### src/logic/mm_defines.svh
`ifndef MM_DEFINES_SVH
`define MM_DEFINES_SVH

// ------------------------------------------------------------
// datapath widths
// ------------------------------------------------------------
`define MM_W_D            32  // data word
`define MM_SIMD           2   // lanes per memory word
`define MM_LOG_SIMD       1
`define MM_W_A            7   // element address, N up to 128
`define MM_W_MEM_A        (`MM_W_A - `MM_LOG_SIMD)

// ------------------------------------------------------------
// depths and latencies
// ------------------------------------------------------------
`define MM_FIFO_DEPTH_LOG 2   // 4 entries
`define MM_MULT_LATENCY   7   // enable to valid

// accumulate + reduce + pack slack after last issue
`define MM_DRAIN_CYCLES   (`MM_MULT_LATENCY + `MM_SIMD + 4)

`endif

### src/logic/mm_pkg.sv
`default_nettype none

`include "mm_defines.svh"

package mm_pkg;

  typedef logic [`MM_W_D-1:0]          word_t;
  typedef logic [`MM_SIMD*`MM_W_D-1:0] lane_vec_t;  // lane 0 in low bits
  typedef logic [`MM_W_MEM_A-1:0]      lane_addr_t;

  // sequencer states
  typedef enum logic [3:0] {
    idle, size_wait, size_take,
    batch_idle, batch_wait, batch_take,
    issue, drain, reply
  } seq_state_t;

endpackage

`default_nettype wire

### src/logic/mm_lane_ram.sv
`default_nettype none

`include "mm_defines.svh"

module mm_lane_ram import mm_pkg::*; (
  input  logic       CLK,
  input  logic       we,
  input  lane_addr_t waddr,
  input  lane_vec_t  wdata,
  input  lane_addr_t raddr,
  output lane_vec_t  rdata
);

  // one lane word per entry
  lane_vec_t mem [1 << `MM_W_MEM_A];

  always_ff @(posedge CLK) begin
    if (we) begin
      mem[waddr] <= wdata;
    end
    rdata <= mem[raddr];  // old data on same-address collision
  end

endmodule

`default_nettype wire

### config.mk
export PLATFORM = sky130hd
export DESIGN_NAME = mm_lane_ram
export DESIGN_NICKNAME = d
export VERILOG_FILES = /design/src/logic/mm_pkg.sv /design/src/logic/mm_lane_ram.sv
export VERILOG_INCLUDE_DIRS = /design/src /design/src/logic
export SDC_FILE = /design/constraint.sdc
export NUM_CORES = 2
export LEC_CHECK = 0
export BUFFER_PORTS_ARGS = -buffer_cell sky130_fd_sc_hd__clkbuf_2
export CAP_MARGIN = 30
export CORE_AREA = 2 2 502 504
export DETAILED_ROUTE_END_ITERATION = 8
export DIE_AREA = 0 0 504 506
export GPL_TIMING_DRIVEN = 1
export PLACE_DENSITY = 0.79
export SLEW_MARGIN = 20
export SYNTH_ARGS = -nofsm -noshare
export SYNTH_HDL_FRONTEND = slang
export SYNTH_SLANG_ARGS = --single-unit
### constraint.sdc
create_clock -name CLK -period 7.56 [get_ports CLK]
set_input_delay 1.134 -clock CLK [delete_from_list [all_inputs] [get_ports CLK]]
set_output_delay 1.134 -clock CLK [all_outputs]
set_load 0.01 [all_outputs]
==> metrics.cfg <==
[global_route]
grt_max_degree=116
grt_pass1_vias=81800
grt_busiest_layer=met2
antenna_found_initial=31
use_met1_pct=45.1
grt_pass1_wl_um=628000
use_met3_pct=9.49
grtUsageMet2_pct=55.6
gr-usage-all-layers_pct=35.4
overflow=0

[synth]
ys_async_sr_fraction_pct=0
yosysTopAreaCell=edfxtp_1
syn_area_mm2=0.156
syn-mean-instance-area_um2=23.7
synth_top_cell_area_share_pct=78.7
ys.flop_type=edfxtp_1
ys_seq_area_share_pct=79.5
ys_warn_count=0
ys_types=33
syn_nets=6676
synth_area_leaders=edfxtp_1 79%, mux4_2 15%, mux2i_1 0.86%, dfxtp_1 0.82%, a22oi_1 0.81%
synth-seq-cells=4160
synth_common_cells=4,096 x edfxtp_1, 1,024 x mux4_2, 170 x buf_2
synthCells=6598
synth_enable_flop_cells=4096
yosysMostFrequentCell=edfxtp_1

[pwr]
peakVddDrop_uv=274
p_leak_nw=55.1
power_density_mw_per_mm2=273

[flow_run]
drv_cap=0

[sta]
rsz0062_at_grt=false
fin_tns_setup_ps=0
slew_violations=0
hold_viol=0
finClkSkew_ps=67.2
setup_viol=0
fin_crit_sh_pct=52.4
holdWs_ps=491
fin_crit_ps=3960
fmax_mhz=252
worst_pin_slew_ps=1150
slew_headroom_pct=23.4

[drt]
drc=0
drt_iter0_markers=15600
via_per_inst=7.59
vias=81300
drt_wl_total_um=466000
antenna_left=0
drtPass1Iterations=7
wl_per_cell_um=43.5

[clock_network]
cts-root-buf=clkbuf_16
postCtsSetupBuffers=0
cts_hold_repair.buffers=0
cts_buffers=399
insertion_delay_ps=1030
cts.sinks=4160
htree_levels=5
cts_tree=yes
clk_pin_slew_ps=60
clk_path_buf_depth=4
cts_resized=0

[worst_setup_path]
cpPeakStageDelay_ps=910
crit_fanout=51
critPathBufInv=2
critPathTopFamily=buffers and inverters
cp_data_required_time_ps=8380
cp.arrival_ps=4780
worstSetupPathType=in -> reg
critPathCaptureType=register
slowest_stage=and2_4
crit_path_start_kind=input pin
crit_chain=clkbuf_2, and2_4, buf_4, a22oi_1, and3_1, a211oi_1

[placement]
dp_hpwl_um=219000
place_congestion=0.843
port_buffers=141

[floorplanning]
die_x_um=504
fp-row-count=184
die_y_um=506
io_pins=142
dieArea_mm2=0.255
start_util_pct=62.5
design.core.area_mm2=0.250

[status]
status=finished clean

[min_path]
hp-class=in -> reg

[layout]
syn_to_final_growth_pct=12.6
multi_input_area_mm2=0.0308
layout.nets=7094
nFillCells=13300
layout-drive-gt1-share_pct=28.5
area.sequential_mm2=0.124

==> layer usage <==
metal | part of all wire (%) | wire length (µm) | up-vias
li1 | - | - | 29300
met1 | 30 | 140000 | 41500
met2 | 48 | 223000 | 8630
met3 | 15 | 67700 | 1788
met4 | 7.5 | 34800 | 19
met5 | 0.026 | 122 | -
==> kinds of logic after synthesis <==
group / count (synthesis) / synth area share [%]
DFF: 4160 / 79.5
muxes: 1159 / 15.6
and+or+nand+nor: 386 / 1.24
buffers and inverters: 389 / 1.18
AOI/OAI and AO/OA: 504 / 2.48
==> placed cells by master (no fill, tap or decap), types with 47 or more instances in the layout <==
master / synthesis / final
clkinv_2: 0 / 77
nor2_4: 0 / 65
dfxtp_1: 64 / 64
edfxtp_1: 4096 / 4096
buf_12: 0 / 60
a22o_1: 88 / 88
clkbuf_1: 140 / 73
mux4_2: 1024 / 1024
nand2_1: 58 / 56
and3_1: 64 / 64
clkbuf_2: 0 / 120
buf_4: 34 / 161
o22ai_1: 83 / 83
a211oi_1: 63 / 63
mux2i_1: 135 / 135
nor2_1: 112 / 47
clkbuf_16: 0 / 405
a22oi_1: 168 / 168
clkinv_1: 0 / 75
==> area by class of cell <==
class                   count  share of cell area, %
inverters                  19                 0.0405
clock inverters           225                   1.23
multi-input cells        2049                   17.5
clock buffers             492                   6.02
repair buffers            387                   2.22
well taps                3348                   2.38
diodes                     20                 0.0284
flip-flops and latches   4160                   70.6
==> where the power goes <==
group	leakage [nW]	switching, mW	total [mW]	internal, mW
clock	6.25	8.79	20.1	11.3
sequential	37.4	0.155	25.7	25.5
combinational	11.5	1.51	2.35	0.844
total	55.1	10.5	48.1	37.7
==> state kept, by name, summed over array words and instances, names as in the netlist <==
register and cells:
mem 4096, rdata 64
==> path summary, 6_finish.rpt <==
check | from | end | slack, ps | depth (start not counted)
worst max-delay path | raddr[3] | rdata[15] | 3600 | 6
worst min-delay path | wdata[61] | mem[63][61] | 490 | 1
worst max register to register | mem[43][23] | rdata[23] | 5230 | 5
worst min register to register | mem[39][16] | rdata[16] | 910 | 4
==> metrics by stage <==
step	utilization, %	setup WS [ps]	power (mW)	cells	area, µm²
global placement	64.7	2930	28.2	9906	162000
floorplan	-	990	27.3	6598	156000
CTS	70.2	3900	47.9	10700	175000
finish	70.4	3600	48.1	10700	176000
detailed placement	65.0	2820	28.4	9937	163000
global route	70.4	3770	48.9	10700	176000
(Power assumes the default switching activity.)
