File: config.mk
export PLATFORM = sky130hd
export DESIGN_NAME = mm_word_fifo
export DESIGN_NICKNAME = d
export VERILOG_FILES = /design/src/logic/mm_pkg.sv /design/src/logic/mm_word_fifo.sv
export VERILOG_INCLUDE_DIRS = /design/src /design/src/logic
export SDC_FILE = /design/constraint.sdc
export NUM_CORES = 1
export LEC_CHECK = 0
export BUFFER_PORTS_ARGS = -buffer_cell sky130_fd_sc_hd__buf_2
export CAP_MARGIN = 20
export CELL_PAD_IN_SITES_DETAIL_PLACEMENT = 1
export CELL_PAD_IN_SITES_GLOBAL_PLACEMENT = 1
export CORE_MARGIN = 1
export CORE_UTILIZATION = 45
export DETAILED_ROUTE_END_ITERATION = 8
export PLACE_DENSITY_LB_ADDON = 0.15
export RECOVER_POWER = 25
export SLEW_MARGIN = 20
export SYNTH_ARGS = -nofsm -noshare
export SYNTH_HDL_FRONTEND = slang
export SYNTH_SLANG_ARGS = --single-unit
File: constraint.sdc
create_clock -name CLK -period 3 [get_ports CLK]
set_input_delay 0 -clock CLK [delete_from_list [all_inputs] [get_ports CLK]]
set_output_delay 0 -clock CLK [all_outputs]
set_load 0.01 [all_outputs]
File: src/logic/mm_defines.svh
`ifndef MM_DEFINES_SVH
`define MM_DEFINES_SVH

// ------------------------------------------------------------
// datapath widths
// ------------------------------------------------------------
`define MM_W_D            32  // data word
`define MM_SIMD           2   // lanes per memory word
`define MM_LOG_SIMD       1
`define MM_W_A            7   // element address, N up to 128
`define MM_W_MEM_A        (`MM_W_A - `MM_LOG_SIMD)

// ------------------------------------------------------------
// depths and latencies
// ------------------------------------------------------------
`define MM_FIFO_DEPTH_LOG 2   // 4 entries
`define MM_MULT_LATENCY   7   // enable to valid

// accumulate + reduce + pack slack after last issue
`define MM_DRAIN_CYCLES   (`MM_MULT_LATENCY + `MM_SIMD + 4)

`endif

File: src/logic/mm_pkg.sv
`default_nettype none

`include "mm_defines.svh"

package mm_pkg;

  typedef logic [`MM_W_D-1:0]          word_t;
  typedef logic [`MM_SIMD*`MM_W_D-1:0] lane_vec_t;  // lane 0 in low bits
  typedef logic [`MM_W_MEM_A-1:0]      lane_addr_t;

  // sequencer states
  typedef enum logic [3:0] {
    idle, size_wait, size_take,
    batch_idle, batch_wait, batch_take,
    issue, drain, reply
  } seq_state_t;

endpackage

`default_nettype wire

File: src/logic/mm_word_fifo.sv
`default_nettype none

`include "mm_defines.svh"

module mm_word_fifo import mm_pkg::*; (
  input  logic  CLK,
  input  logic  RST,
  input  logic  enq,
  input  word_t data,
  input  logic  deq,
  output word_t q,
  output logic  empty,
  output logic  full
);

  localparam int DEPTH = 1 << `MM_FIFO_DEPTH_LOG;

  word_t                         mem [DEPTH];
  logic [`MM_FIFO_DEPTH_LOG-1:0] wr_ptr;
  logic [`MM_FIFO_DEPTH_LOG-1:0] rd_ptr;
  logic [`MM_FIFO_DEPTH_LOG:0]   count;  // one extra bit for full
  logic                          do_enq;
  logic                          do_deq;

  assign do_enq = enq && !full;   // drop on full
  assign do_deq = deq && !empty;
  assign empty  = (count == '0);
  assign full   = count[`MM_FIFO_DEPTH_LOG];

  // storage and registered head
  always_ff @(posedge CLK) begin
    if (do_enq) begin
      mem[wr_ptr] <= data;
    end
    if (do_deq) begin
      q <= mem[rd_ptr];  // valid the cycle after deq
    end
  end

  always_ff @(posedge CLK) begin
    if (RST) begin
      wr_ptr <= '0;
      rd_ptr <= '0;
      count  <= '0;
    end else begin
      if (do_enq) wr_ptr <= wr_ptr + 1'b1;
      if (do_deq) rd_ptr <= rd_ptr + 1'b1;
      case ({do_enq, do_deq})
        2'b10:   count <= count + 1'b1;
        2'b01:   count <= count - 1'b1;
        default: count <= count;  // both or neither
      endcase
    end
  end

endmodule

`default_nettype wire

==> run_results.csv <==
group,metric,value,unit
outcome,status,"finished clean",
timing,skew,0.00568,ns
floorplan,num_rows,42,
setup_path,end_kind,"register",
timing,slew_viol_final,0,
synthesis,syn_inst,247,
finish,drive_gt1_share,25.3,%
global_routing,grt_max_degree,35,
setup_path,cpMaxStageDelayCell,"and2_2",
timing,tightest_slew,0.903,ns
drt,drtIter0Drc,145,
drt,drt-met1-wl,4630,um
timing,slew-limit-headroom,39.8,%
synthesis,synth_warnings,0,
clock_tree,cts_hold_buf,35,
setup_path,required,3.05,ns
finish,fin_nets,409,
clock_tree,cts_setup_buffers,0,
clock_tree,cts_sinks,167,
global_routing,grt_pass1_wl,16900,um
finish,n_antenna_cell,0,
power,leakagePower,2.63,nW
synthesis,synthArstFlopShare,0,%
timing,rsz0062_at_grt,"false",
floorplan,core,0.0132,sq mm
global_routing,antenna_found_initial,0,
setup_path,critical_path_arrival,2.00,ns
timing,fmax,0.513,GHz
drt,routedWlPerCell,19.3,um
drt,routed_wl,10800,um
drt,firstDrtPassIters,4,
synthesis,synth_edf_count,160,
min_path,worstHoldPathType,"primary input to register",
clock_tree,numCtsBuffers,17,
synthesis,syn_nets,289,
global_routing,grt_pass1_vias,2988,
setup_path,r2r.worst_path.cells,2,
setup_path,cpPeakStageDelay,0.82,ns
placed_design,routabilityCongestion,0.709,
synthesis,ys_ff_latch,167,
power,total_power,6.94,mW
synthesis,synth_flop_cell,"edfxtp_1",
synthesis,synth_area_leaders,"edfxtp_1, mux4_1, dfxtp_1",
min_path,holdPathStages,4,
floorplan,ios,70,
drt,met2_length,5370,um
drt,top_layer_used,"met4",
floorplan,die_w,118,um
power,peakVddDrop,0.550,mV
timing,finalHoldViolCount,0,
drt,drt.antenna.violating_nets,0,
drt,dr_wl_met3,518,um
setup_path,critPathLaunchType,"register",
synthesis,synth_top_area_share,78.8,%
synthesis,yosysUniqueCellTypes,23,
clock_tree,insertion_delay,0.43,ns
synthesis,yosysTopAreaCell,"edfxtp_1",
clock_tree,clockRootBuffer,"clkbuf_16",
setup_path,path_max_fanout,32,
clock_tree,cts.path.max_buffers,2,
floorplan,die_y,118,um
global_routing,groute.usage.overall,17.2,%
synthesis,avgSynthCellArea,24.7,sq um
synthesis,yosysMostFrequentCell,"edfxtp_1",
floorplan,dieArea,0.0140,sq mm
power,powerDensity,904,mW/mm^2
finish,area_delta_synth_final,25.8,%
setup_path,crit_type,"register to register",
clock_tree,clk_pin_slew,0.06,ns
timing,finalSetupViolations,0,
synthesis,netlist_top_cells_count,"edfxtp_1, mux4_1, dfxtp_1, inv_1",
timing,layout_min_cycle_time,1.95,ns
clock_tree,cts_resized,0,
drt,routed-via-count,2827,
clock_tree,h-tree-depth,4,
synthesis,synth_seq_area_share,81.1,%
timing,period_share,65.0,%
placed_design,io_buffers,69,
drt,routed_via_density,5.08,
timing,finalSetupTns,0,ns
setup_path,path_cells,"nor2b_1 -> and2_2",
synthesis,synth_area,0.00610,sq mm
clock_tree,cts_tree,"yes",
global_routing,grt-ovfl-total,0,
floorplan,initial_core_util,46.1,%
placed_design,hpwl,6180,um
drt,drc,0,
job,max_cap_viol_count,0,
## final cells by class
cell class / count / area (sq um)
fillers: 1173 / 5570
flip-flops and latches: 167 / 4950
multi-input cells: 64 / 1060
repair buffers: 110 / 723
clock buffers: 17 / 425
clock inverters: 15 / 273
well taps: 176 / 220
inverters: 7 / 26.3
## where the power goes
group          switching (mW)  leakage [nW]  internal, mW  total (mW)
sequential              0.183          1.53          3.07        3.25
combinational           0.602         0.768         0.555        1.16
clock                   0.883         0.330          1.65        2.53
total                    1.67          2.63          5.27        6.94
## cell families after synthesis
group | share of synthesized area, %
compound gates | 0.533
xor+xnor | 0.574
fa+ha+maj | 1.35
buf+inv | 1.68
flops | 81.1
mux | 13.6
simple gates | 1.23
## metal layers
layer	vias up	global-route usage, %
li1	1286	-
met1	1455	21.1
met2	66	27.2
met3	20	5.65
met4	0	9.02
met5	-	0
## sequential cells by signal, summed over array words and instances, names as in the netlist
register / count
mem: 128
q: 32
count: 3
rd_ptr: 2
wr_ptr: 2
## worst max-delay path: cells and delay by family, from the launching register on
family | cells | cell delay (ns)
DFF | 1 | 0.35
and+or+nand+nor | 2 | 1.19
## cells in the final DEF (no fill, tap or decap), drive strengths merged, types with 5 or more instances in the layout
cell type / instances
inv: 10
mux4: 32
clkbuf: 41
edfxtp: 160
dfxtp: 7
dlygate4sd3: 35
nor2: 6
buf: 51
ha: 5
bufinv: 7
## per-stage QoR
step / util (%) / cell area (sq um) / setup WS (ns) / std cells / hold slack (ns)
2_1_floorplan: - / 6100 / 0.411 / 247 / 0.0691
4_1_cts: 58.2 / 7700 / 0.972 / 556 / 0.0947
6_report: 57.9 / 7670 / 1.05 / 556 / 0.103
5_1_grt: 57.9 / 7670 / 0.821 / 556 / 0.134
3_3_place_gp: 50.3 / 6660 / 1.03 / 489 / 0.211
3_5_place_dp: 50.3 / 6660 / 0.998 / 489 / 0.219
## worst paths after layout
path | start | to | slack, ns
setup / recovery | count[2]$_SDFFE_PP0P_ | mem[0][0]$_DFFE_PP_ | 1.05
hold / removal | enq | wr_ptr[0]$_SDFFE_PP0P_ | 0.10
setup reg to reg | count[2]$_SDFFE_PP0P_ | mem[0][0]$_DFFE_PP_ | 1.05
hold reg to reg | count[2]$_SDFFE_PP0P_ | count[2]$_SDFFE_PP0P_ | 0.56
Note: power is estimated with default switching activity, not from simulation.
