===== config.mk =====
export PLATFORM = sky130hd
export DESIGN_NAME = mm_lane_acc
export DESIGN_NICKNAME = d
export VERILOG_FILES = /design/src/logic/mm_pkg.sv /design/src/logic/mm_signed_mult.sv /design/src/logic/mm_lane_acc.sv
export VERILOG_INCLUDE_DIRS = /design/src /design/src/logic
export SDC_FILE = /design/constraint.sdc
export NUM_CORES = 2
export LEC_CHECK = 0
export BUFFER_PORTS_ARGS = -buffer_cell sky130_fd_sc_hd__buf_4
export CORE_ASPECT_RATIO = 1.25
export CORE_MARGIN = 3
export CORE_UTILIZATION = 45
export DETAILED_ROUTE_END_ITERATION = 10
export GPL_ROUTABILITY_DRIVEN = 0
export PLACE_DENSITY = 0.66
export SYNTH_ARGS = -nofsm -noshare
export SYNTH_HDL_FRONTEND = slang
export SYNTH_SLANG_ARGS = --single-unit

===== constraint.sdc =====
create_clock -name CLK -period 16.4 [get_ports CLK]
set_input_delay 0.82 -clock CLK [delete_from_list [all_inputs] [get_ports CLK]]
set_output_delay 0.82 -clock CLK [all_outputs]
set_load 0.02 [all_outputs]

===== src/logic/mm_defines.svh =====
`ifndef MM_DEFINES_SVH
`define MM_DEFINES_SVH

// ------------------------------------------------------------
// datapath widths
// ------------------------------------------------------------
`define MM_W_D            32  // data word
`define MM_SIMD           2   // lanes per memory word
`define MM_LOG_SIMD       1
`define MM_W_A            7   // element address, N up to 128
`define MM_W_MEM_A        (`MM_W_A - `MM_LOG_SIMD)

// ------------------------------------------------------------
// depths and latencies
// ------------------------------------------------------------
`define MM_FIFO_DEPTH_LOG 2   // 4 entries
`define MM_MULT_LATENCY   7   // enable to valid

// accumulate + reduce + pack slack after last issue
`define MM_DRAIN_CYCLES   (`MM_MULT_LATENCY + `MM_SIMD + 4)

`endif


===== src/logic/mm_pkg.sv =====
`default_nettype none

`include "mm_defines.svh"

package mm_pkg;

  typedef logic [`MM_W_D-1:0]          word_t;
  typedef logic [`MM_SIMD*`MM_W_D-1:0] lane_vec_t;  // lane 0 in low bits
  typedef logic [`MM_W_MEM_A-1:0]      lane_addr_t;

  // sequencer states
  typedef enum logic [3:0] {
    idle, size_wait, size_take,
    batch_idle, batch_wait, batch_take,
    issue, drain, reply
  } seq_state_t;

endpackage

`default_nettype wire


===== src/logic/mm_signed_mult.sv =====
`default_nettype none

`include "mm_defines.svh"

module mm_signed_mult import mm_pkg::*; (
  input  logic  CLK,
  input  logic  RST,
  input  word_t in_a,
  input  word_t in_b,
  input  logic  enable,
  output word_t rslt,    // low product word
  output logic  valid
);

  localparam int LAT  = `MM_MULT_LATENCY;
  localparam int PIPE = LAT - 2;  // product delay stages

  word_t          mag_a;
  word_t          mag_b;
  word_t          prod_q [PIPE];
  logic [LAT-2:0] neg_sr;        // sign travels with data
  logic [LAT-1:0] valid_sr;

  function automatic word_t absolute(word_t v);
    return v[`MM_W_D-1] ? (~v + 1'b1) : v;
  endfunction

  always_ff @(posedge CLK) begin
    mag_a     <= absolute(in_a);              // stage 1
    mag_b     <= absolute(in_b);
    prod_q[0] <= mag_a * mag_b;               // stage 2, low word only
    for (int i = 1; i < PIPE; i++) begin
      prod_q[i] <= prod_q[i-1];
    end
    neg_sr <= {neg_sr[LAT-3:0], in_a[`MM_W_D-1] ^ in_b[`MM_W_D-1]};
    // last stage fixes the sign
    rslt <= neg_sr[LAT-2] ? (~prod_q[PIPE-1] + 1'b1) : prod_q[PIPE-1];
  end

  always_ff @(posedge CLK) begin
    if (RST) begin
      valid_sr <= '0;
    end else begin
      valid_sr <= {valid_sr[LAT-2:0], enable};
    end
  end

  assign valid = valid_sr[LAT-1];

endmodule

`default_nettype wire


===== src/logic/mm_lane_acc.sv =====
`default_nettype none

`include "mm_defines.svh"

module mm_lane_acc import mm_pkg::*; (
  input  logic      CLK,
  input  logic      RST,
  input  logic      op_valid,
  input  lane_vec_t op_a,
  input  lane_vec_t op_b,
  input  logic      session_clear,
  input  word_t     matrix_size,
  output logic      row_done,
  output lane_vec_t row_sums
);

  word_t              prod [`MM_SIMD];
  word_t              acc  [`MM_SIMD];
  logic [`MM_SIMD-1:0] mult_valid;
  word_t              elem_cnt;  // first element of current lane word
  logic               step;
  logic               row_end;

  for (genvar i = 0; i < `MM_SIMD; i++) begin : g_lane
    mm_signed_mult u_mult (
      .CLK    (CLK),
      .RST    (RST),
      .in_a   (op_a[i*`MM_W_D +: `MM_W_D]),
      .in_b   (op_b[i*`MM_W_D +: `MM_W_D]),
      .enable (op_valid),
      .rslt   (prod[i]),
      .valid  (mult_valid[i])
    );
  end

  assign step    = &mult_valid;  // lanes run in lockstep
  assign row_end = (elem_cnt == matrix_size - `MM_SIMD);

  always_ff @(posedge CLK) begin
    if (RST) begin
      row_done <= 1'b0;
      elem_cnt <= '0;
      for (int i = 0; i < `MM_SIMD; i++) acc[i] <= '0;
    end else begin
      row_done <= 1'b0;
      if (session_clear) begin
        elem_cnt <= '0;
        for (int i = 0; i < `MM_SIMD; i++) acc[i] <= '0;
      end else if (step) begin
        if (row_end) begin
          elem_cnt <= '0;
          row_done <= 1'b1;
          for (int i = 0; i < `MM_SIMD; i++) acc[i] <= '0;  // next row
        end else begin
          elem_cnt <= elem_cnt + `MM_SIMD;
          for (int i = 0; i < `MM_SIMD; i++) acc[i] <= acc[i] + prod[i];
        end
      end
    end
  end

  // final partial sum includes the last product
  always_ff @(posedge CLK) begin
    if (step && row_end) begin
      for (int i = 0; i < `MM_SIMD; i++) begin
        row_sums[i*`MM_W_D +: `MM_W_D] <= acc[i] + prod[i];
      end
    end
  end

endmodule

`default_nettype wire


==> run summary <==
Routed Wire Length - 130000 um
H-tree Lvls - 3
Area Growth Syn to Fin - 10.1%
Final Hold Fails - 0
Starting Density - 0.455
most common cell after layout, fill and taps aside - fa_1
highest-count cells in the layout ignoring fill and taps - fa_1 (818), inv_1 (814), and2_1 (606)
setup bufs post-CTS - 0
Max Transition Viols Final - 0
clk root buf - clkbuf_16
met1 wire length - 55000 um
final setup fails - 0
number of clock sinks - 691
PortBufs - 228
clk_lat worst skew - 0.68 ns
core area - 0.122 sq mm
number of DRC markers in iteration 0 - 2034
TritonRoute pass-1 iters - 8
total number of vias - 37.2k
unrepaired setup endpoints after global routing - false
Detail Route met3 WL - 7010 um
Die Span X - 320 um
Ports - 229
Synth async-reset ratio - 0
setup_tns - 0 ns
HPWL Detailed - 98500 um
Post-Syn Nets - 6789
CTS hold repair buffers - 0
die area - 0.128 sq mm
ys flop type - dfxtp_1
mapped cell area - 0.0555 sq mm
Critical Path RT - 16.93 ns
die extent in y - 399 um
FMAX - 126 MHz
Routed Antenna Nets - 0
max-cap viol count - 0
number of CTS-inserted buffers - 72
#FFs+latches synth - 691
Syn Area/Cell - 10.1 sq um
largest net degree at the start of global routing - 65
Hold Crit Class - in -> reg
num rows - 143
fin nets - 6908
DR DRC count - 0
total gr overflow - 0
Worst Path Arrival - 8.46 ns
Worst slew margin - 0.145
# resized after CTS - 0
initial antenna violation count - 3
clk buf depth - 3
clock-pin transition on the worst setup and hold timing paths - 0.06 ns
sequential area share after synthesis - 0.272
crit-path max FO - 29
first-pass GRT wire length - 211000 um
Top Layer Used - met4
clock period minus worst slack - 7.93 ns
Post-synth EDFFs - 128
layout cell share with drive strength beyond 1 - 0.0752
DR WL met2 - 62600 um
CTS tree - built
status - complete, no violations
clock skew - 0.0379 ns
worst slew pin tran - 1.28 ns
synthesis warning total - 0
Vias/cell - 5.12
WL per Instance - 17.9 um
synth unique cells - 77
Syn Inst Count - 5491
CP endpoint kind - register
Final period util - 0.484
Critical Path Start Type - register
vias in the first global route - 40.1k
worst setup path class - reg -> reg
total track usage - 0.208
## worst max-delay path, stage by stage, from the launching register on
cell     delay [ns]
dfxtp_1        1.17
and2_1         0.28
fa_1           0.42
inv_1          0.08
fa_1           0.42
fa_1           0.47
fa_1           0.54
inv_1          0.05
fa_1           0.52
inv_1          0.06
fa_1           0.53
inv_1          0.05
fa_1           0.49
fa_1           0.42
ha_1           0.35
nor2_1         0.10
nor2_1         0.05
o21a_1         0.16
o221a_2        0.27
o41ai_1        0.60
nor3_1         0.12
nor3_1         0.32
a21oi_1        0.14
xor2_1         0.16
## flip-flops by register name, indices dropped and copies added, names as in the netlist
signal                  flops
g_lane.u_mult.valid_sr      7
g_lane.u_mult.mag_a        64
g_lane.u_mult.prod_q      320
row_done                    1
elem_cnt                   31
g_lane.u_mult.mag_b        64
g_lane.u_mult.neg_sr       12
acc                        64
g_lane.u_mult.rslt         64
row_sums                   64
## Yosys cell counts (all sizes together) (22+ instances only)
library cell  number  area share
edfxtp           128       0.069
and2             606       0.068
fa               818        0.29
nand2            589       0.040
dfxtp            563        0.20
inv              815       0.055
or4               38      0.0054
o21ai            124       0.011
o41ai             32      0.0050
ha               316       0.071
xnor2            377       0.059
nor3              30      0.0028
or3               25      0.0028
a21oi            100      0.0090
clkbuf           216       0.015
nor2b             29      0.0033
and4              53      0.0084
nor4              25      0.0039
o31ai             51      0.0071
nand2b            33      0.0040
xor2              99       0.016
o21a              22      0.0030
nor2             149       0.010
a21o              40      0.0054
nand3             38      0.0035
## kinds of logic (layout without fill, tap and decap cells)
kind of cell               Yosys count  in the layout  share of synthesized area
and+or+nand+nor                   1680           1680                      0.161
adders and majority gates         1134           1134                      0.366
buffers and inverters             1039           1216                     0.0705
DFF                                691            691                      0.272
xor gates and xnor gates           476            476                     0.0751
AOI/OAI and AO/OA                  462            462                     0.0541
muxes                                9              9                    0.00169
other                                0              1                          0
## worst paths after layout
| kind | start | endpoint | slack [ns] | cells after the start |
|---|---|---|---|---|
| hold / removal | op_b[0] | g_lane[0].u_mult.mag_b[0]$_DFF_P_ | 0.28 | 1 |
| setup reg to reg | g_lane[0].u_mult.mag_b[3]$_DFF_P_ | g_lane[0].u_mult.prod_q[0][30]$_DFF_P_ | 8.47 | 23 |
| hold reg to reg | g_lane[0].u_mult.prod_q[0][59]$_DFF_P_ | g_lane[0].u_mult.prod_q[0][91]$_DFF_P_ | 0.30 | 0 |
| setup / recovery | g_lane[0].u_mult.mag_b[3]$_DFF_P_ | g_lane[0].u_mult.prod_q[0][30]$_DFF_P_ | 8.47 | 23 |
## metal layers
metal  vias up  GRT usage
met5         -          0
met4         0     0.0848
met3       264     0.0319
met2      1021      0.356
met1     18500      0.263
li1      17400          -
## cell type report
class,count,area [sq um]
Antenna cell,1,2.50
Tap cell,1595,2000
Inverter,815,3060
Clock inverter,38,419
Clock buffer,94,2020
Timing Repair Buffer,269,2020
Sequential cell,691,15100
Fill cell,11200,60900
Multi-Input combinational cell,3761,36500
## stage by stage
stage	util	setup WS, ns	hold WS [ns]	area, sq um	instances
global placement	0.481	8.63	0.312	58700	7131
global route	0.501	8.07	0.240	61200	7263
CTS	0.501	8.49	0.216	61200	7263
finish	0.501	8.47	0.278	61200	7264
floorplan	-	9.55	0.310	55500	5491
detailed placement	0.481	8.52	0.312	58700	7131
Power is left out: the tool's default activity adds up to more than one toggle a clock period on the data nets, which glitch-free logic cannot reach.
