File: src/logic/mm_defines.svh
`ifndef MM_DEFINES_SVH
`define MM_DEFINES_SVH

// ------------------------------------------------------------
// datapath widths
// ------------------------------------------------------------
`define MM_W_D            32  // data word
`define MM_SIMD           2   // lanes per memory word
`define MM_LOG_SIMD       1
`define MM_W_A            7   // element address, N up to 128
`define MM_W_MEM_A        (`MM_W_A - `MM_LOG_SIMD)

// ------------------------------------------------------------
// depths and latencies
// ------------------------------------------------------------
`define MM_FIFO_DEPTH_LOG 2   // 4 entries
`define MM_MULT_LATENCY   7   // enable to valid

// accumulate + reduce + pack slack after last issue
`define MM_DRAIN_CYCLES   (`MM_MULT_LATENCY + `MM_SIMD + 4)

`endif

File: src/logic/mm_pkg.sv
`default_nettype none

`include "mm_defines.svh"

package mm_pkg;

  typedef logic [`MM_W_D-1:0]          word_t;
  typedef logic [`MM_SIMD*`MM_W_D-1:0] lane_vec_t;  // lane 0 in low bits
  typedef logic [`MM_W_MEM_A-1:0]      lane_addr_t;

  // sequencer states
  typedef enum logic [3:0] {
    idle, size_wait, size_take,
    batch_idle, batch_wait, batch_take,
    issue, drain, reply
  } seq_state_t;

endpackage

`default_nettype wire

File: src/logic/mm_row_writer.sv
`default_nettype none

`include "mm_defines.svh"

module mm_row_writer import mm_pkg::*; (
  input  logic       CLK,
  input  logic       RST,
  input  logic       row_done,
  input  lane_vec_t  row_sums,
  input  logic       session_clear,
  input  word_t      matrix_size,
  output logic       c_we,
  output lane_addr_t c_waddr,
  output lane_vec_t  c_wdata
);

  localparam int LVLS = (`MM_LOG_SIMD == 0) ? 1 : `MM_LOG_SIMD;

  lane_vec_t               tree_q [LVLS];  // adder tree levels
  logic [LVLS-1:0]         tree_v;
  word_t                   row_res;
  logic                    row_v;
  lane_vec_t               pack;
  logic [`MM_LOG_SIMD:0]   slot_cnt;
  lane_addr_t              c_last;

  // adds neighbouring lanes, result packed low
  function automatic lane_vec_t pair_add(lane_vec_t v);
    lane_vec_t r;
    r = '0;
    for (int j = 0; j < `MM_SIMD / 2; j++) begin
      r[j*`MM_W_D +: `MM_W_D] = v[2*j*`MM_W_D +: `MM_W_D] + v[(2*j+1)*`MM_W_D +: `MM_W_D];
    end
    return r;
  endfunction

  // ------------------------------------------------------------
  // reduction
  // ------------------------------------------------------------
  always_ff @(posedge CLK) begin
    tree_q[0] <= (`MM_LOG_SIMD == 0) ? row_sums : pair_add(row_sums);
    for (int l = 1; l < LVLS; l++) tree_q[l] <= pair_add(tree_q[l-1]);
  end

  always_ff @(posedge CLK) begin
    if (RST) tree_v <= '0;
    else     tree_v <= LVLS'({tree_v, row_done});  // top bit drops out
  end

  assign row_res = tree_q[LVLS-1][`MM_W_D-1:0];
  assign row_v   = tree_v[LVLS-1];
  assign c_last  = lane_addr_t'((matrix_size >> `MM_LOG_SIMD) - 1);
  assign c_wdata = pack;

  // ------------------------------------------------------------
  // packing into C words
  // ------------------------------------------------------------
  always_ff @(posedge CLK) begin
    if (row_v) pack <= (pack >> `MM_W_D) | (lane_vec_t'(row_res) << (`MM_W_D*(`MM_SIMD-1)));
  end

  always_ff @(posedge CLK) begin
    if (RST) begin
      c_we     <= 1'b0;
      c_waddr  <= '0;
      slot_cnt <= '0;
    end else begin
      c_we <= 1'b0;
      if (session_clear) begin
        c_waddr  <= '0;
        slot_cnt <= '0;
      end else begin
        if (c_we) c_waddr <= (c_waddr == c_last) ? '0 : c_waddr + 1'b1;  // wrap at N/SIMD
        if (row_v) begin
          if (slot_cnt == `MM_SIMD - 1) begin
            slot_cnt <= '0;
            c_we     <= 1'b1;  // word full
          end else begin
            slot_cnt <= slot_cnt + 1'b1;
          end
        end
      end
    end
  end

endmodule

`default_nettype wire

File: config.mk
export PLATFORM = sky130hd
export DESIGN_NAME = mm_row_writer
export DESIGN_NICKNAME = d
export VERILOG_FILES = /design/src/logic/mm_pkg.sv /design/src/logic/mm_row_writer.sv
export VERILOG_INCLUDE_DIRS = /design/src /design/src/logic
export SDC_FILE = /design/constraint.sdc
export NUM_CORES = 1
export LEC_CHECK = 0
export ABC_AREA = 1
export BUFFER_PORTS_ARGS = -buffer_cell sky130_fd_sc_hd__buf_2
export CAP_MARGIN = 20
export CORE_UTILIZATION = 40
export DETAILED_ROUTE_END_ITERATION = 12
export GPL_TIMING_DRIVEN = 1
export PLACE_DENSITY = 0.74
export SLEW_MARGIN = 20
export SYNTH_ARGS = -nofsm -noshare
export SYNTH_HDL_FRONTEND = slang
export SYNTH_SLANG_ARGS = --single-unit
File: constraint.sdc
create_clock -name CLK -period 6.9 [get_ports CLK]
set_input_delay 1.38 -clock CLK [delete_from_list [all_inputs] [get_ports CLK]]
set_output_delay 1.38 -clock CLK [all_outputs]
set_load 0.02 [all_outputs]
==> results by group <==
Synthesis
  • Primary FF master, synth: sky130_fd_sc_hd__edfxtp_1
  • Post-Syn Area per Cell: roughly 8.5 um^2
  • Count of flip-flops with a built-in enable after synthesis: 64
  • Post-Synthesis Cells: between 600 and 700
  • Fraction of synthesis flops using an asynchronous set or reset pin: 0
  • Distinct cell type count after synthesis: 29
  • Synth Net Count: about 780
  • Yosys warns: 0
  • Area of the mapped netlist: ~0.0055 mm^2
  • Fraction of the yosys area taken by sequential cells: 0.503
  • Flip-flop and latch count after synthesis: between 100 and 150

Worst setup path
  • Data arrival time of the worst path: approximately 3 ns
  • Cell with the largest stage delay on the worst path: sky130_fd_sc_hd__fa_1
  • Crit Path Category: in2reg
  • Data required time of the critical path: 7.13 ns
  • Critical path, cell by cell: buf_2 -> ha_1 -> fa_1 -> nand3_1 -> nand3_1 -> nand3_1 -> nand3_1 -> nand2_1 -> nand2_1 -> nand2_1 -> nand2_1
  • Crit path capture type: flop
  • Maximum fanout along the worst path: 4
  • Crit start category: primary input
  • Maximum single-stage delay on the critical path: 0.47 ns

STA
  • Worst slew slack as a fraction of its limit: 0.453
  • Pins Over Slew Limit: 0
  • RSZ-0062 raised after global routing: no
  • Ratio of final minimum period to clock period: 0.405
  • Setup WS post-layout: about 4.1 ns
  • Time the worst path needs with I/O delays and setup: roughly 2.8 ns
  • Post-Route Skew: 0.00878 ns
  • Total negative slack: 0 ns
  • Slew at the pin closest to its max-slew limit: about 0.82 ns
  • Number of endpoints failing setup at the final stage: 0
  • Hold violation count in the final report: 0
  • Maximum clock frequency: between 300 and 400 MHz

Clock network
  • Clock tree from TritonCTS: done
  • TritonCTS sink count: around 110
  • Inserted Clock Buffers: 9
  • Post-CTS Setup Inserts: 0
  • Clock root buffer: sky130_fd_sc_hd__clkbuf_16
  • Cts-stage hold buffer count: 0
  • Clock-pin slew reported for the worst setup and hold paths after clock tree synthesis: around 0.080 ns
  • Depth of the CTS H-tree: 3
  • Deepest clock path buffer count: 2
  • Number of resized instances in the post-cts repair step: 0
  • Later-pin clock latency in the skew report: between 0.3 and 0.4 ns

Power and ir drop
  • Static leakage: between 3 and 4 nW
  • Ratio of total power to cell area: 235 mW/mm^2
  • Peak ir drop on the vdd network: between 0.0001 and 0.00015 V

Floorplan
  • Number of placement rows: 42
  • Initial core utilization: 0.413
  • Die height: ~120 um
  • Standard cell core area: 0.0133 mm^2
  • Boundary pin count: around 170
  • Area of the die: approximately 0.014 mm^2
  • Chip Width: between 100 and 150 um

Drt
  • Drc violations: 0
  • Final wirelength: 11700 um
  • Vias per std cell: ~4.6
  • Count of nets left with antenna violations after detail routing: 0
  • Via Count: 4522
  • DR pass1 iterations: 4
  • Wire per inst: approximately 12 um
  • Starting DRC count in detailed routing: between 200 and 250

Layout
  • Highest-count cells in the layout ignoring fill and taps: sky130_fd_sc_hd__nand2_1, sky130_fd_sc_hd__buf_2, sky130_fd_sc_hd__inv_1, sky130_fd_sc_hd__edfxtp_1, sky130_fd_sc_hd__nor2_1
  • Number of fill cells in the layout: 1309
  • Final net count: between 900 and 1000
  • Number of antenna cells inserted: 0
  • Relative area change from synthesis to final layout: 23.0%
  • Share of cells above drive strength 1: 0.249
  • Most frequent standard cell in the layout excluding fill and tap cells: sky130_fd_sc_hd__nand2_1

Global routing
  • Antenna violations before repair: 0
  • Remaining Overflow, GRT: 0
  • Via count of the first global-routing pass: 4166
  • Pin count of the biggest net entering global routing: 68
  • GRT Overall Usage: 0.171
  • Wire length of the first global-routing pass: approximately 19000 um

Placed design
  • Routability congestion estimate from global placement: about 0.91
  • Half-perimeter wire length of the detailed placement result: between 9000 and 10000 um
  • Input/output buffers: 144
  • Pre-CTS worst setup slack: approximately 3.7 ns

Hold path
  • Type of the tightest min-delay check: reg2reg

Status
  • Outcome: finished, final reports clean

Run
  • Maximum Capacitance Violations: 0
## area by class of cell
| class | instances | area (um^2) | area share |
|---|---|---|---|
| clock buffers | 9 | 225 | 0.0333 |
| clock inverters | 7 | 88.8 | 0.0132 |
| inverters | 95 | 357 | 0.0528 |
| multi-input cells | 446 | 2370 | 0.351 |
| flip-flops and latches | 106 | 2760 | 0.409 |
| well taps | 176 | 220 | 0.0326 |
| repair buffers | 145 | 728 | 0.108 |
## power breakdown
part	leakage (nW)	switching (W)	internal, W
clock	0.153	0.000247	0.000263
sequential	0.948	0.0000211	0.000753
combinational	2.25	0.000199	0.000106
total	3.35	0.000467	0.00112
## critical path: cells and delay by family
family                     cells  cell delay, ns
buffers and inverters          1            0.10
and+or+nand+nor                8            0.83
adders and majority gates      2            0.71
## through the flow
step	power [W]	hold slack (ns)	utilization	cell area [um^2]	instances
floorplan	0.000991	0.386	-	5490	647
global placement	0.00109	0.386	0.484	6440	968
detailed placement	0.00110	0.389	0.484	6440	968
CTS	0.00161	0.405	0.508	6750	984
global route	0.00168	0.413	0.508	6750	984
finish	0.00159	0.398	0.508	6750	984
## path summary, 6_finish.rpt
check	startpoint	end	slack (ns)	depth (start not counted)
worst min register to register	tree_q[0][27]	c_wdata[59]	0.40	0
worst max-delay path	row_sums[0]	tree_q[0][20]	4.10	11
worst max register to register	row_v	c_we	5.51	3
worst min-delay path	tree_q[0][27]	c_wdata[59]	0.40	0
## metal layers
layer / GRT usage / part of all wire / vias up
met4: 0.0601 / 0.012 / 0
met3: 0.0268 / 0.044 / 8
met5: 0 / 0 / -
met2: 0.291 / 0.47 / 119
li1: - / - / 2399
met1: 0.220 / 0.47 / 1996
## state kept, by name, summed over array words and instances (netlist names)
| signal | cells |
|---|---|
| c_we | 1 |
| c_waddr | 6 |
| tree_q | 32 |
| row_v | 1 |
| c_wdata | 64 |
| slot_cnt | 2 |
## Yosys cell counts (2+ instances only)
cell type / instances / area [um^2]
sky130_fd_sc_hd__o21ai_1: 4 / 20.0
sky130_fd_sc_hd__and2_1: 3 / 18.8
sky130_fd_sc_hd__nand4_1: 5 / 31.3
sky130_fd_sc_hd__nand3_1: 38 / 190
sky130_fd_sc_hd__nor2_2: 10 / 62.6
sky130_fd_sc_hd__xor2_1: 19 / 166
sky130_fd_sc_hd__o21a_1: 2 / 15.0
sky130_fd_sc_hd__nor3_1: 9 / 45.0
sky130_fd_sc_hd__o21bai_1: 3 / 22.5
sky130_fd_sc_hd__a21o_1: 2 / 15.0
sky130_fd_sc_hd__nand3b_1: 3 / 22.5
sky130_fd_sc_hd__nor3_2: 5 / 50.1
sky130_fd_sc_hd__o21ai_0: 8 / 40.0
sky130_fd_sc_hd__nand2_2: 13 / 81.3
sky130_fd_sc_hd__nand2_1: 205 / 769
sky130_fd_sc_hd__inv_2: 9 / 33.8
sky130_fd_sc_hd__inv_1: 86 / 323
sky130_fd_sc_hd__a21oi_1: 29 / 145
sky130_fd_sc_hd__nor2_1: 45 / 169
sky130_fd_sc_hd__xnor2_1: 4 / 35.0
sky130_fd_sc_hd__edfxtp_1: 64 / 1920
sky130_fd_sc_hd__dfxtp_1: 42 / 841
sky130_fd_sc_hd__ha_1: 33 / 413
## cells by family (layout without fill, tap and decap cells)
logic type | count (synthesis) | in the layout | share of synthesized area
adders and majority gates | 34 | 34 | 0.0789
DFF | 106 | 106 | 0.503
AOI/OAI and AO/OA | 51 | 51 | 0.0515
xor gates and xnor gates | 23 | 23 | 0.0367
and+or+nand+nor | 338 | 338 | 0.265
buffers and inverters | 95 | 256 | 0.0649
(Power assumes the default switching activity.)
