File: config.mk
export PLATFORM = sky130hd
export DESIGN_NAME = mm_sequencer
export DESIGN_NICKNAME = d
export VERILOG_FILES = /design/src/logic/mm_pkg.sv /design/src/logic/mm_sequencer.sv
export VERILOG_INCLUDE_DIRS = /design/src /design/src/logic
export SDC_FILE = /design/constraint.sdc
export NUM_CORES = 1
export LEC_CHECK = 0
export BUFFER_PORTS_ARGS = -buffer_cell sky130_fd_sc_hd__buf_2
export CORE_ASPECT_RATIO = 0.7
export CORE_UTILIZATION = 50
export DETAILED_ROUTE_END_ITERATION = 8
export PLACE_DENSITY = 0.78
export SLEW_MARGIN = 20
export SYNTH_ARGS = -nofsm -noshare
export SYNTH_HDL_FRONTEND = slang
export SYNTH_SLANG_ARGS = --single-unit
File: constraint.sdc
create_clock -name CLK -period 4.1 [get_ports CLK]
set_clock_uncertainty 0.05 [all_clocks]
set_input_delay 0.205 -clock CLK [delete_from_list [all_inputs] [get_ports CLK]]
set_output_delay 0.205 -clock CLK [all_outputs]
set_load 0.02 [all_outputs]
File: src/logic/mm_defines.svh
`ifndef MM_DEFINES_SVH
`define MM_DEFINES_SVH

// ------------------------------------------------------------
// datapath widths
// ------------------------------------------------------------
`define MM_W_D            32  // data word
`define MM_SIMD           2   // lanes per memory word
`define MM_LOG_SIMD       1
`define MM_W_A            7   // element address, N up to 128
`define MM_W_MEM_A        (`MM_W_A - `MM_LOG_SIMD)

// ------------------------------------------------------------
// depths and latencies
// ------------------------------------------------------------
`define MM_FIFO_DEPTH_LOG 2   // 4 entries
`define MM_MULT_LATENCY   7   // enable to valid

// accumulate + reduce + pack slack after last issue
`define MM_DRAIN_CYCLES   (`MM_MULT_LATENCY + `MM_SIMD + 4)

`endif

File: src/logic/mm_pkg.sv
`default_nettype none

`include "mm_defines.svh"

package mm_pkg;

  typedef logic [`MM_W_D-1:0]          word_t;
  typedef logic [`MM_SIMD*`MM_W_D-1:0] lane_vec_t;  // lane 0 in low bits
  typedef logic [`MM_W_MEM_A-1:0]      lane_addr_t;

  // sequencer states
  typedef enum logic [3:0] {
    idle, size_wait, size_take,
    batch_idle, batch_wait, batch_take,
    issue, drain, reply
  } seq_state_t;

endpackage

`default_nettype wire

File: src/logic/mm_sequencer.sv
`default_nettype none

`include "mm_defines.svh"

module mm_sequencer import mm_pkg::*; (
  input  logic       CLK,
  input  logic       RST,
  input  word_t      cmd_q,
  input  logic       cmd_empty,
  output logic       cmd_deq,
  output logic       reply_enq,
  output word_t      reply_data,
  output lane_addr_t a_raddr,
  output lane_addr_t b_raddr,
  input  lane_vec_t  a_rdata,
  input  lane_vec_t  b_rdata,
  output logic       op_valid,
  output lane_vec_t  op_a,
  output lane_vec_t  op_b,
  output logic       session_clear,
  output word_t      matrix_size
);

  seq_state_t state;
  word_t      batch_len;   // lane words in this batch
  word_t      issue_cnt;
  logic [7:0] drain_cnt;
  logic       page;        // B half in use
  word_t      cycle_cnt;   // since session start
  logic       rd_valid_q;  // ram data valid this cycle
  lane_addr_t a_last;

  assign a_last = lane_addr_t'((matrix_size >> `MM_LOG_SIMD) - 1);

  // ------------------------------------------------------------
  // command / issue FSM
  // ------------------------------------------------------------
  always_ff @(posedge CLK) begin
    if (RST) begin
      state         <= idle;
      cmd_deq       <= 1'b0;
      reply_enq     <= 1'b0;
      session_clear <= 1'b0;
      matrix_size   <= '0;
      batch_len     <= '0;
      issue_cnt     <= '0;
      drain_cnt     <= '0;
      page          <= 1'b0;
      a_raddr       <= '0;
      b_raddr       <= '0;
    end else begin
      cmd_deq       <= 1'b0;  // strobes default low
      reply_enq     <= 1'b0;
      session_clear <= 1'b0;
      case (state)
        idle: begin
          if (!cmd_empty) begin
            cmd_deq <= 1'b1;
            state   <= size_wait;
          end
        end
        size_wait: begin
          session_clear <= 1'b1;  // high during size_take
          state         <= size_take;
        end
        size_take: begin
          matrix_size <= cmd_q;
          a_raddr     <= '0;
          page        <= 1'b0;
          state       <= batch_idle;
        end
        batch_idle: begin
          if (!cmd_empty) begin
            cmd_deq <= 1'b1;
            state   <= batch_wait;
          end
        end
        batch_wait: state <= batch_take;
        batch_take: begin
          if (cmd_q == '0) begin
            state <= idle;  // end of session
          end else begin
            batch_len <= cmd_q;
            issue_cnt <= '0;
            b_raddr   <= {page, {(`MM_W_MEM_A-1){1'b0}}};  // page base
            state     <= issue;
          end
        end
        issue: begin
          // read at current addresses, then advance
          a_raddr   <= (a_raddr == a_last) ? '0 : a_raddr + 1'b1;
          b_raddr   <= b_raddr + 1'b1;
          issue_cnt <= issue_cnt + 1'b1;
          if (issue_cnt == batch_len - 1'b1) begin
            drain_cnt <= '0;
            state     <= drain;
          end
        end
        drain: begin
          drain_cnt <= drain_cnt + 1'b1;
          if (drain_cnt == 8'(`MM_DRAIN_CYCLES - 1)) state <= reply;
        end
        reply: begin
          reply_enq <= 1'b1;  // host drains before next cmd
          page      <= ~page;
          state     <= batch_idle;
        end
        default: state <= idle;
      endcase
    end
  end

  // operand stage one cycle behind the ram read
  always_ff @(posedge CLK) begin
    if (RST) begin
      rd_valid_q <= 1'b0;
      op_valid   <= 1'b0;
      cycle_cnt  <= '0;
    end else begin
      rd_valid_q <= (state == issue);
      op_valid   <= rd_valid_q;
      cycle_cnt  <= session_clear ? '0 : cycle_cnt + 1'b1;
    end
  end

  always_ff @(posedge CLK) begin
    if (rd_valid_q) begin
      op_a <= a_rdata;
      op_b <= b_rdata;
    end
    if (state == reply) reply_data <= cycle_cnt;
  end

endmodule

`default_nettype wire

==> results of run 1 <==
[registers in the layout, indices dropped and copies added, names as in the netlist, 6 cells and up]
signal / count
batch_len: 32
op_a: 64
b_raddr: 6
reply_data: 32
issue_cnt: 32
cycle_cnt: 32
matrix_size: 32
a_raddr: 6
op_b: 64
drain_cnt: 8
[cell families (layout without fill, tap and decap cells)]
family | count (synthesis) | count (layout) | synth area share, %
AND/OR/NAND/NOR | 444 | 444 | 17.57
flip-flops | 318 | 318 | 63.32
AO/OA/AOI/OAI | 153 | 153 | 7.189
XOR/XNOR | 87 | 87 | 6.055
buffers and inverters | 67 | 611 | 2.058
multiplexers | 37 | 37 | 3.013
adder cells (fa/ha/maj) | 8 | 8 | 0.7955
other | 0 | 3 | 0
[report_power, final]
group          switching (mW)  total, mW  internal [mW]  leakage (nW)
combinational            1.01       1.76          0.747          3.81
clock                    1.21       2.86           1.65         0.482
sequential              0.166       3.67           3.51          2.73
total                    2.39       8.29           5.90          7.02
[final timing paths]
| path | startpoint | endpoint | slack, ns | cells past startpoint |
|---|---|---|---|---|
| max reg2reg | batch_len[7]$_SDFFE_PP0P_ | drain_cnt[0]$_SDFFE_PP0P_ | 0.52 | 8 |
| min | RST | batch_len[9]$_SDFFE_PP0P_ | 0.12 | 2 |
| max | batch_len[7]$_SDFFE_PP0P_ | drain_cnt[0]$_SDFFE_PP0P_ | 0.52 | 8 |
| min reg2reg | matrix_size[24]$_SDFFE_PP0P_ | matrix_size[24]$_SDFFE_PP0P_ | 0.40 | 2 |
[placed cells by master (no fill, tap or decap), types with 17 or more instances in the layout]
cell type      count
a21oi_1           75
buf_2            369
clkbuf_16         29
dfxtp_1          157
dlygate4sd3_1    161
edfxtp_1         160
inv_1             18
mux2i_1           33
nand2_1          112
nand3_1           53
nand4_1           20
nor2_1           116
nor3_1            28
nor4_1            17
o21ai_0           24
or3_1             20
xnor2_1           47
xor2_1            40
[metrics by stage]
step           area [µm²]  utilization [%]  power [mW]  instances
4_1_cts             17350            70.31       8.276       1983
2_1_floorplan       12580                -       4.880       1114
6_report            17360            70.34       8.288       1986
3_5_place_dp        14740            59.73       5.326       1769
3_3_place_gp        14740            59.73       5.294       1769
5_1_grt             17360            70.34       8.594       1986
[cells in the mapped netlist (all sizes together) (10+ instances only)]
master and instances:
xor2 40, inv 18, nand3 53, nor3 29, edfxtp 160, or3 20
a21oi 75, o21ai 27, dfxtp 158, mux2i 33, nand2 112, and3 16
nand4 20, nor4 20, o211ai 10, clkbuf 46, nor2 117, xnor2 47
[metal layers]
metal  up-vias  track usage (%)  wire [µm]
li1       5057                -          -
met1      5227            41.86      17340
met2       538            47.44      18510
met3        71            7.744       3901
met4         6            8.907       1259
met5         -                0         80
[critical path: stages (launching register included)]
cell and delay [ns]:
dfxtp_1 0.38, or4_4 0.57, or4_4 0.55, nor2_1 0.24, nand4b_1 0.14, xnor2_1 0.15
or4_1 0.60, nor4_4 0.59, o22ai_1 0.16
[cell type report]
class | count | area [µm²]
fillers | 1741 | 7322
diodes | 3 | 7.507
clock inverters | 21 | 242.7
repair buffers | 540 | 3533
flip-flops and latches | 318 | 7971
well taps | 325 | 406.6
inverters | 18 | 67.56
clock buffers | 32 | 757.0
multi-input cells | 729 | 4375
==> impl_metrics.yaml, run 1 <==
power_and_ir_drop:
  p_per_area_nw_per_um2: 477.4
  vdd_drop_max_v: 0.0004125
  p_leak_nw: 7.017
detailed_routing:
  routed_wl_um: 41100
  drtIter0Drc: 845
  dr.pass1.iters: 5
  ant_nets: 0
  avgRoutedWirePerCell_um: 20.69
  drcViolationCount: 0
  vias_per_cell: 5.488
  vias: 10900
logic_synthesis:
  synth_seq_area_share_pct: 63.32
  syn-num-nets: 1285
  synth_top_area_share_pct: 38.18
  synth_area_um2: 12580
  synthFlopType: "edfxtp_1"
  synthTopCellsByArea: "edfxtp_1, dfxtp_1, nor2_1, nand2_1, xnor2_1"
  ys_async_sr_fraction_pct: 0
  synth_area_per_cell_um2: 11.30
  synth-seq-cells: 318
  syn_inst: 1114
  ys_warn_count: 0
  synth_largest_area_cell: "edfxtp_1"
  synth_edf_count: 160
  synth_cell_types: 56
sta:
  finalCritPeriodShare_pct: 87.27
  worst_slew_pin_slew_ns: 1.072
  report.final.slew_viol_count: 0
  max_freq_ghz: 0.2795
  rsz0062_at_grt: "false"
  setup_tns_ns: 0
  setup_viol: 0
  slew_headroom_pct: 27.90
  period_needed_ns: 3.578
  hold_viol: 0
  setup_slack_ns: 0.5221
  whs_ns: 0.1210
clock_tree:
  post_cts_buffers: 0
  path_clk_slew_ns: 0.07
  cts_resized: 0
  cts.sinks: 318
  cts_root_buf: "clkbuf_16"
  cts_buffers: 29
  insertion_delay_ns: 0.55
  cts_hold_buf: 161
  cts_tree: "done"
  clk_path_buf_depth: 3
  htreeDepth: 1
status:
  status: "completed"
placed_design:
  dp_slack_ns: 0.5558
  dp_hpwl_um: 28090
  place_congestion: 0.9017
  io_buffers: 370
grt:
  grt_pass1_wl_um: 58950
  grt_pass1_vias: 10150
  overflow: 0
  grt_max_degree: 68
  antenna_found_initial: 6
  track_usage_pct: 30.40
setup_path:
  crit_type: "reg -> reg"
  endpoint_kind: "flop"
  crit_arrival_ns: 3.92
  worstPathRequired_ns: 4.44
  start_kind: "flop"
  cp_max_fo: 8
floorplan:
  pin_count: 371
  die_h_um: 134.7
  die_w_um: 191.6
  rows: 48
  core_um2: 24680
  die-area_um2: 25820
  initial_core_util_pct: 50.98
min_path:
  timing.hold.worst.class: "in -> reg"
layout:
  area_growth_pct: 37.97
  final_nets: 1807
  drive_above_1_share_pct: 27.50
flow_run:
  drv_cap: 0
(Power assumes the default switching activity.)
==> run 2, diff against run 1 <==
Settings changed: MAX_ROUTING_LAYER set to met4.
==> run 2 against run 1 <==
Compared with the run above:
- die area unchanged
- setup slack improved by 0.013 ns
- sequential cell count unchanged
- fmax increased by 0.36%
- sequential share of layout area decreased by 0.089 points
- critical path depth unchanged
- clock-buffer cell count increased by 5
- register-to-register slack about the same
- sequential power about the same
- largest cell class unchanged
==> impl_metrics.yaml, run 2 (synthesized netlist as in run 1, its figures left out) <==
status:
  status: "completed"
power_and_ir_drop:
  p_per_area_nw_per_um2: 479.9
  vdd_drop_max_v: 0.0004412
  p_sw_mw: 2.412
  p_int_mw: 5.936
  power_mw: 8.348
  swShare_pct: 28.89
  p_leak_nw: 7.013
  p_seq_share_pct: 44.1
  power.clock.fraction_pct: 35.0
  power_frac_comb_pct: 20.9
detailed_routing:
  routed_wl_um: 41400
  drtIter0Drc: 897
  vias: 10940
  drcViolationCount: 0
  vias_per_cell: 5.496
  dr.pass1.iters: 5
  avgRoutedWirePerCell_um: 20.79
  ant_nets: 0
setup_path:
  cp_max_fo: 8
  crit_top_cell: "or4_4"
  critPathLaunch: "batch_len[7]$_SDFFE_PP0P_"
  crit_family: "simple AND/OR/NAND/NOR gates"
  crit_cells: 8
  slowest_stage: "or4_1"
  crit_arrival_ns: 3.93
  reg2reg_depth: 8
  r2r_end: "drain_cnt[4]$_SDFFE_PP0P_"
  critPathBufInv: 0
  crit_path_cell_trace: "or4_4 > or4_4 > nor2_1 > nand4b_1 > xnor2_1 > or4_1 > nor4_4 > o22ai_1"
  crit_type: "reg -> reg"
  endpoint_kind: "flop"
  r2r_start: "batch_len[7]$_SDFFE_PP0P_"
  crit_end: "drain_cnt[4]$_SDFFE_PP0P_"
  r2r_slack_ns: 0.53
  cp_slowest_stage_delay_ns: 0.59
  start_kind: "flop"
  worstPathRequired_ns: 4.47
layout:
  biggestRegsByFlops: "op_a (64), op_b (64)"
  drive_above_1_share_pct: 27.19
  mostFrequentLayoutCell: "buf_2"
  area_growth_pct: 38.24
  final_nets: 1806
  fillers: 1737
  final_area_um2: 17400
  mostFrequentLayoutCells: "buf_2, dlygate4sd3_1, edfxtp_1"
placed_design:
  place_area_um2: 14740
  dp_hpwl_um: 27560
  place_congestion: 0.9193
  io_buffers: 370
floorplan:
  die_w_um: 191.6
  pin_count: 371
  initial_core_util_pct: 50.98
  rows: 48
  die_h_um: 134.7
  core_um2: 24680
  die-area_um2: 25820
clock_tree:
  cts_buffers: 30
  cts_resized: 0
  clk_path_buf_depth: 3
  path_clk_slew_ns: 0.07
  cts_root_buf: "clkbuf_16"
  htreeDepth: 1
  cts.sinks: 318
  cts_tree: "done"
  insertion_delay_ns: 0.57
min_path:
  min_from: "RST"
  timing.hold.worst.class: "in -> reg"
sta:
  setup_viol: 0
  finalCritPeriodShare_pct: 86.95
  rsz0062_at_grt: "false"
  hold_viol: 0
  period_needed_ns: 3.565
  slew_headroom_pct: 29.98
  max_freq_ghz: 0.2805
  worst_slew_pin_slew_ns: 1.041
  report.final.slew_viol_count: 0
  setup_tns_ns: 0
grt:
  grt_max_degree: 72
  grt_pass1_vias: 10160
  grt_pass1_wl_um: 59820
  track_usage_pct: 32.00
  antenna_found_initial: 6
  overflow: 0
flow_run:
  drv_cap: 0
run 2: changes by cell type in the layout (fill, tap and decap cells not counted), sizes merged:
cell    delta
buf        -2
clkbuf     +5
diode      +4
inv        -2
run 2: layout make-up:
| cell class | instances | area (µm²) | share of cell area, % |
|---|---|---|---|
| clock buffers | 37 | 787.0 | 4.524 |
| well taps | 325 | 406.6 | 2.338 |
| multi-input cells | 729 | 4375 | 25.15 |
| inverters | 18 | 67.56 | 0.3884 |
| diodes | 7 | 17.52 | 0.1007 |
| flip-flops and latches | 318 | 7971 | 45.82 |
| repair buffers | 538 | 3531 | 20.30 |
| clock inverters | 19 | 239.0 | 1.374 |
run 2: metal layers:
metal	vias to the layer above	routed length (µm)	track usage, %	share of wire [%]
li1	5066	-	-	-
met1	5259	17510	43.25	42
met2	540	18120	46.76	44
met3	78	4108	7.666	9.9
met4	0	1659	11.86	4.0
met5	-	0	-	0
run 2: stage by stage:
step	utilization [%]	setup slack [ns]	cells	hold WS, ns
after floorplan	-	0.4661	1114	0.2343
after global placement	59.72	0.6113	1767	0.3317
after detailed placement	59.72	0.5629	1767	0.3331
after CTS	70.40	0.5506	1984	0.1253
after global routing	70.46	0.4040	1990	0.1490
final	70.47	0.5350	1991	0.1122
run 2: power groups by stage:
stage               sequential, mW  clock, mW  combinational (mW)
floorplan                     3.83          0                1.05
global placement              3.73          0                1.57
detailed placement            3.74          0                1.59
CTS                           3.67       2.93                1.73
global route                  3.70       3.06                1.90
finish                        3.68       2.92                1.75
run 2: repair_timing:
action | 4_1_cts | 5_1_grt
hold buffers | 161 | 0
setup buffers | 0 | 0
hold endpoints to repair | 194 | 0
run 2: worst min-delay path by stage:
stage,endpoint,slack (ns),cells after the start
floorplan,cmd_deq$_SDFF_PP0_,0.23,1
global placement,op_b[41]$_DFFE_PP_,0.33,1
detailed placement,op_b[4]$_DFFE_PP_,0.33,1
CTS,batch_len[9]$_SDFFE_PP0P_,0.13,2
global route,batch_len[7]$_SDFFE_PP0P_,0.15,2
finish,batch_len[9]$_SDFFE_PP0P_,0.11,2
==> run 3, diff against run 2 <==
Settings changed: CORE_MARGIN set to 2, GPL_TIMING_DRIVEN set to 0.
==> run 3 against run 2 <==
Compared with the run above:
- clock power decreased by 8.9%
- highest routed layer unchanged
- design area increased by 0.30%
- combinational power is 7% higher
- hold slack better by 0.17 ns
- largest power group unchanged
- sequential power is 1% lower
- setup slack got worse by 0.030 ns
- total power decreased by 2.2%
- clock-buffer cell count rose by 2
- via count rose by 2.3%
==> impl_metrics.yaml, run 3 (synthesized netlist as in run 1, its figures left out) <==
setup_path:
  crit_path_cell_trace: "or4_4 > or4_4 > buf_6 > nor2_1 > nand4b_1 > xnor2_1 > or4_1 > nor4_4 > o22ai_1"
  worstPathRequired_ns: 4.46
  critPathLaunch: "batch_len[7]$_SDFFE_PP0P_"
  endpoint_kind: "flop"
  crit_top_cell: "or4_4"
  crit_type: "reg -> reg"
  reg2reg_depth: 9
  crit_arrival_ns: 3.95
  cp_max_fo: 8
  slowest_stage: "or4_1"
  cp_slowest_stage_delay_ns: 0.59
  r2r_start: "batch_len[7]$_SDFFE_PP0P_"
  start_kind: "flop"
power_and_ir_drop:
  p_per_area_nw_per_um2: 467.9
  p_leak_nw: 7.029
  vdd_drop_max_v: 0.0003574
  power_mw: 8.164
sta:
  setup_tns_ns: 0
  worst_slew_pin_slew_ns: 0.9807
  slew_headroom_pct: 34.02
  period_needed_ns: 3.595
  setup_viol: 0
  max_freq_ghz: 0.2781
  hold_viol: 0
  report.final.slew_viol_count: 0
  rsz0062_at_grt: "false"
  setup_slack_ns: 0.5046
  finalCritPeriodShare_pct: 87.69
detailed_routing:
  drtIter0Drc: 995
  ant_nets: 0
  avgRoutedWirePerCell_um: 20.54
  dr.pass1.iters: 7
  drcViolationCount: 0
  vias: 11190
  routed_wl_um: 41690
  vias_per_cell: 5.514
clock_tree:
  path_clk_slew_ns: 0.07
  post_cts_buffers: 0
  htreeDepth: 1
  cts_resized: 0
  insertion_delay_ns: 0.55
  clk_path_buf_depth: 3
  cts.sinks: 318
  cts_buffers: 30
  cts_tree: "done"
  cts_root_buf: "clkbuf_16"
  cts_hold_buf: 161
floorplan:
  initial_core_util_pct: 50.98
  pin_count: 371
  die_h_um: 136.7
  die-area_um2: 26470
  die_w_um: 193.6
  core_um2: 24680
  rows: 48
layout:
  fin_cells: 2030
  final_nets: 1849
  drive_above_1_share_pct: 26.15
  mostFrequentLayoutCells: "buf_2, dlygate4sd3_1, edfxtp_1"
  mostFrequentLayoutCell: "buf_2"
  area_growth_pct: 38.66
  biggestRegsByFlops: "op_a (64), op_b (64)"
grt:
  overflow: 0
  antenna_found_initial: 3
  grt_pass1_vias: 10400
  grt_pass1_wl_um: 61200
  track_usage_pct: 30.94
  grt_max_degree: 58
placed_design:
  dp_hpwl_um: 28780
  dp.cells: 1810
  io_buffers: 369
  dp_slack_ns: 0.5402
  place_congestion: 0.9500
min_path:
  hold_depth: 3
  timing.hold.worst.class: "in -> reg"
  min_from: "RST"
flow_run:
  drv_cap: 0
status:
  status: "completed"
## run 3: cell count changes in the layout (fill, tap and decap cells not counted), moves of 2 or more
cell        previous run  this run
buf_1                  0         2
clkinvlp_4             5         0
diode_2                7         3
clkinv_2               4         7
clkbuf_1               6        49
bufinv_16              5         0
clkinv_1               4         7
clkbuf_8               1         5
clkinvlp_2             0         2
buf_4                  7         0
## run 3: final timing paths
check                                 endpoint  slack [ns]
setup / recovery     drain_cnt[0]$_SDFFE_PP0P_        0.50
hold / removal       drain_cnt[0]$_SDFFE_PP0P_        0.28
setup reg to reg     drain_cnt[0]$_SDFFE_PP0P_        0.50
hold reg to reg   matrix_size[24]$_SDFFE_PP0P_        0.41
## run 3: per-stage QoR
step | util (%) | hold slack, ns | area, µm²
final | 70.69 | 0.2773 | 17450
after detailed placement | 60.34 | 0.3331 | 14890
after global routing | 70.69 | 0.2933 | 17450
after floorplan | - | 0.2343 | 12580
after CTS | 70.66 | 0.2249 | 17440
after global placement | 60.11 | 0.3318 | 14840
## run 3: area by class of cell
cell class | instances | area (µm²)
antenna | 3 | 7.507
buffer | 49 | 191.4
clock buffer | 39 | 855.8
clock inverter | 17 | 80.08
fill | 1740 | 7236
inverter | 18 | 67.56
multi-input combinational | 729 | 4362
sequential | 318 | 7971
tap | 325 | 406.6
timing repair buffer | 532 | 3506
## run 3: where the power goes
part	internal (mW)	switching, mW	total, mW
Clock	1.46	1.20	2.66
Combinational	0.781	1.09	1.87
Sequential	3.51	0.131	3.64
Total	5.75	2.42	8.16
## run 3: per-layer routing
layer	track usage [%]	wire length (µm)
met5	-	0
met4	10.39	1519
met3	6.777	3809
met2	47.04	19180
met1	41.50	17180
## run 3: critical path, delay by kind of cell, from the launching register on
| family | cells | cell delay [ns] |
|---|---|---|
| simple gates | 6 | 2.55 |
| flops | 1 | 0.39 |
| compound gates | 1 | 0.16 |
| buf+inv | 1 | 0.15 |
| xor+xnor | 1 | 0.15 |
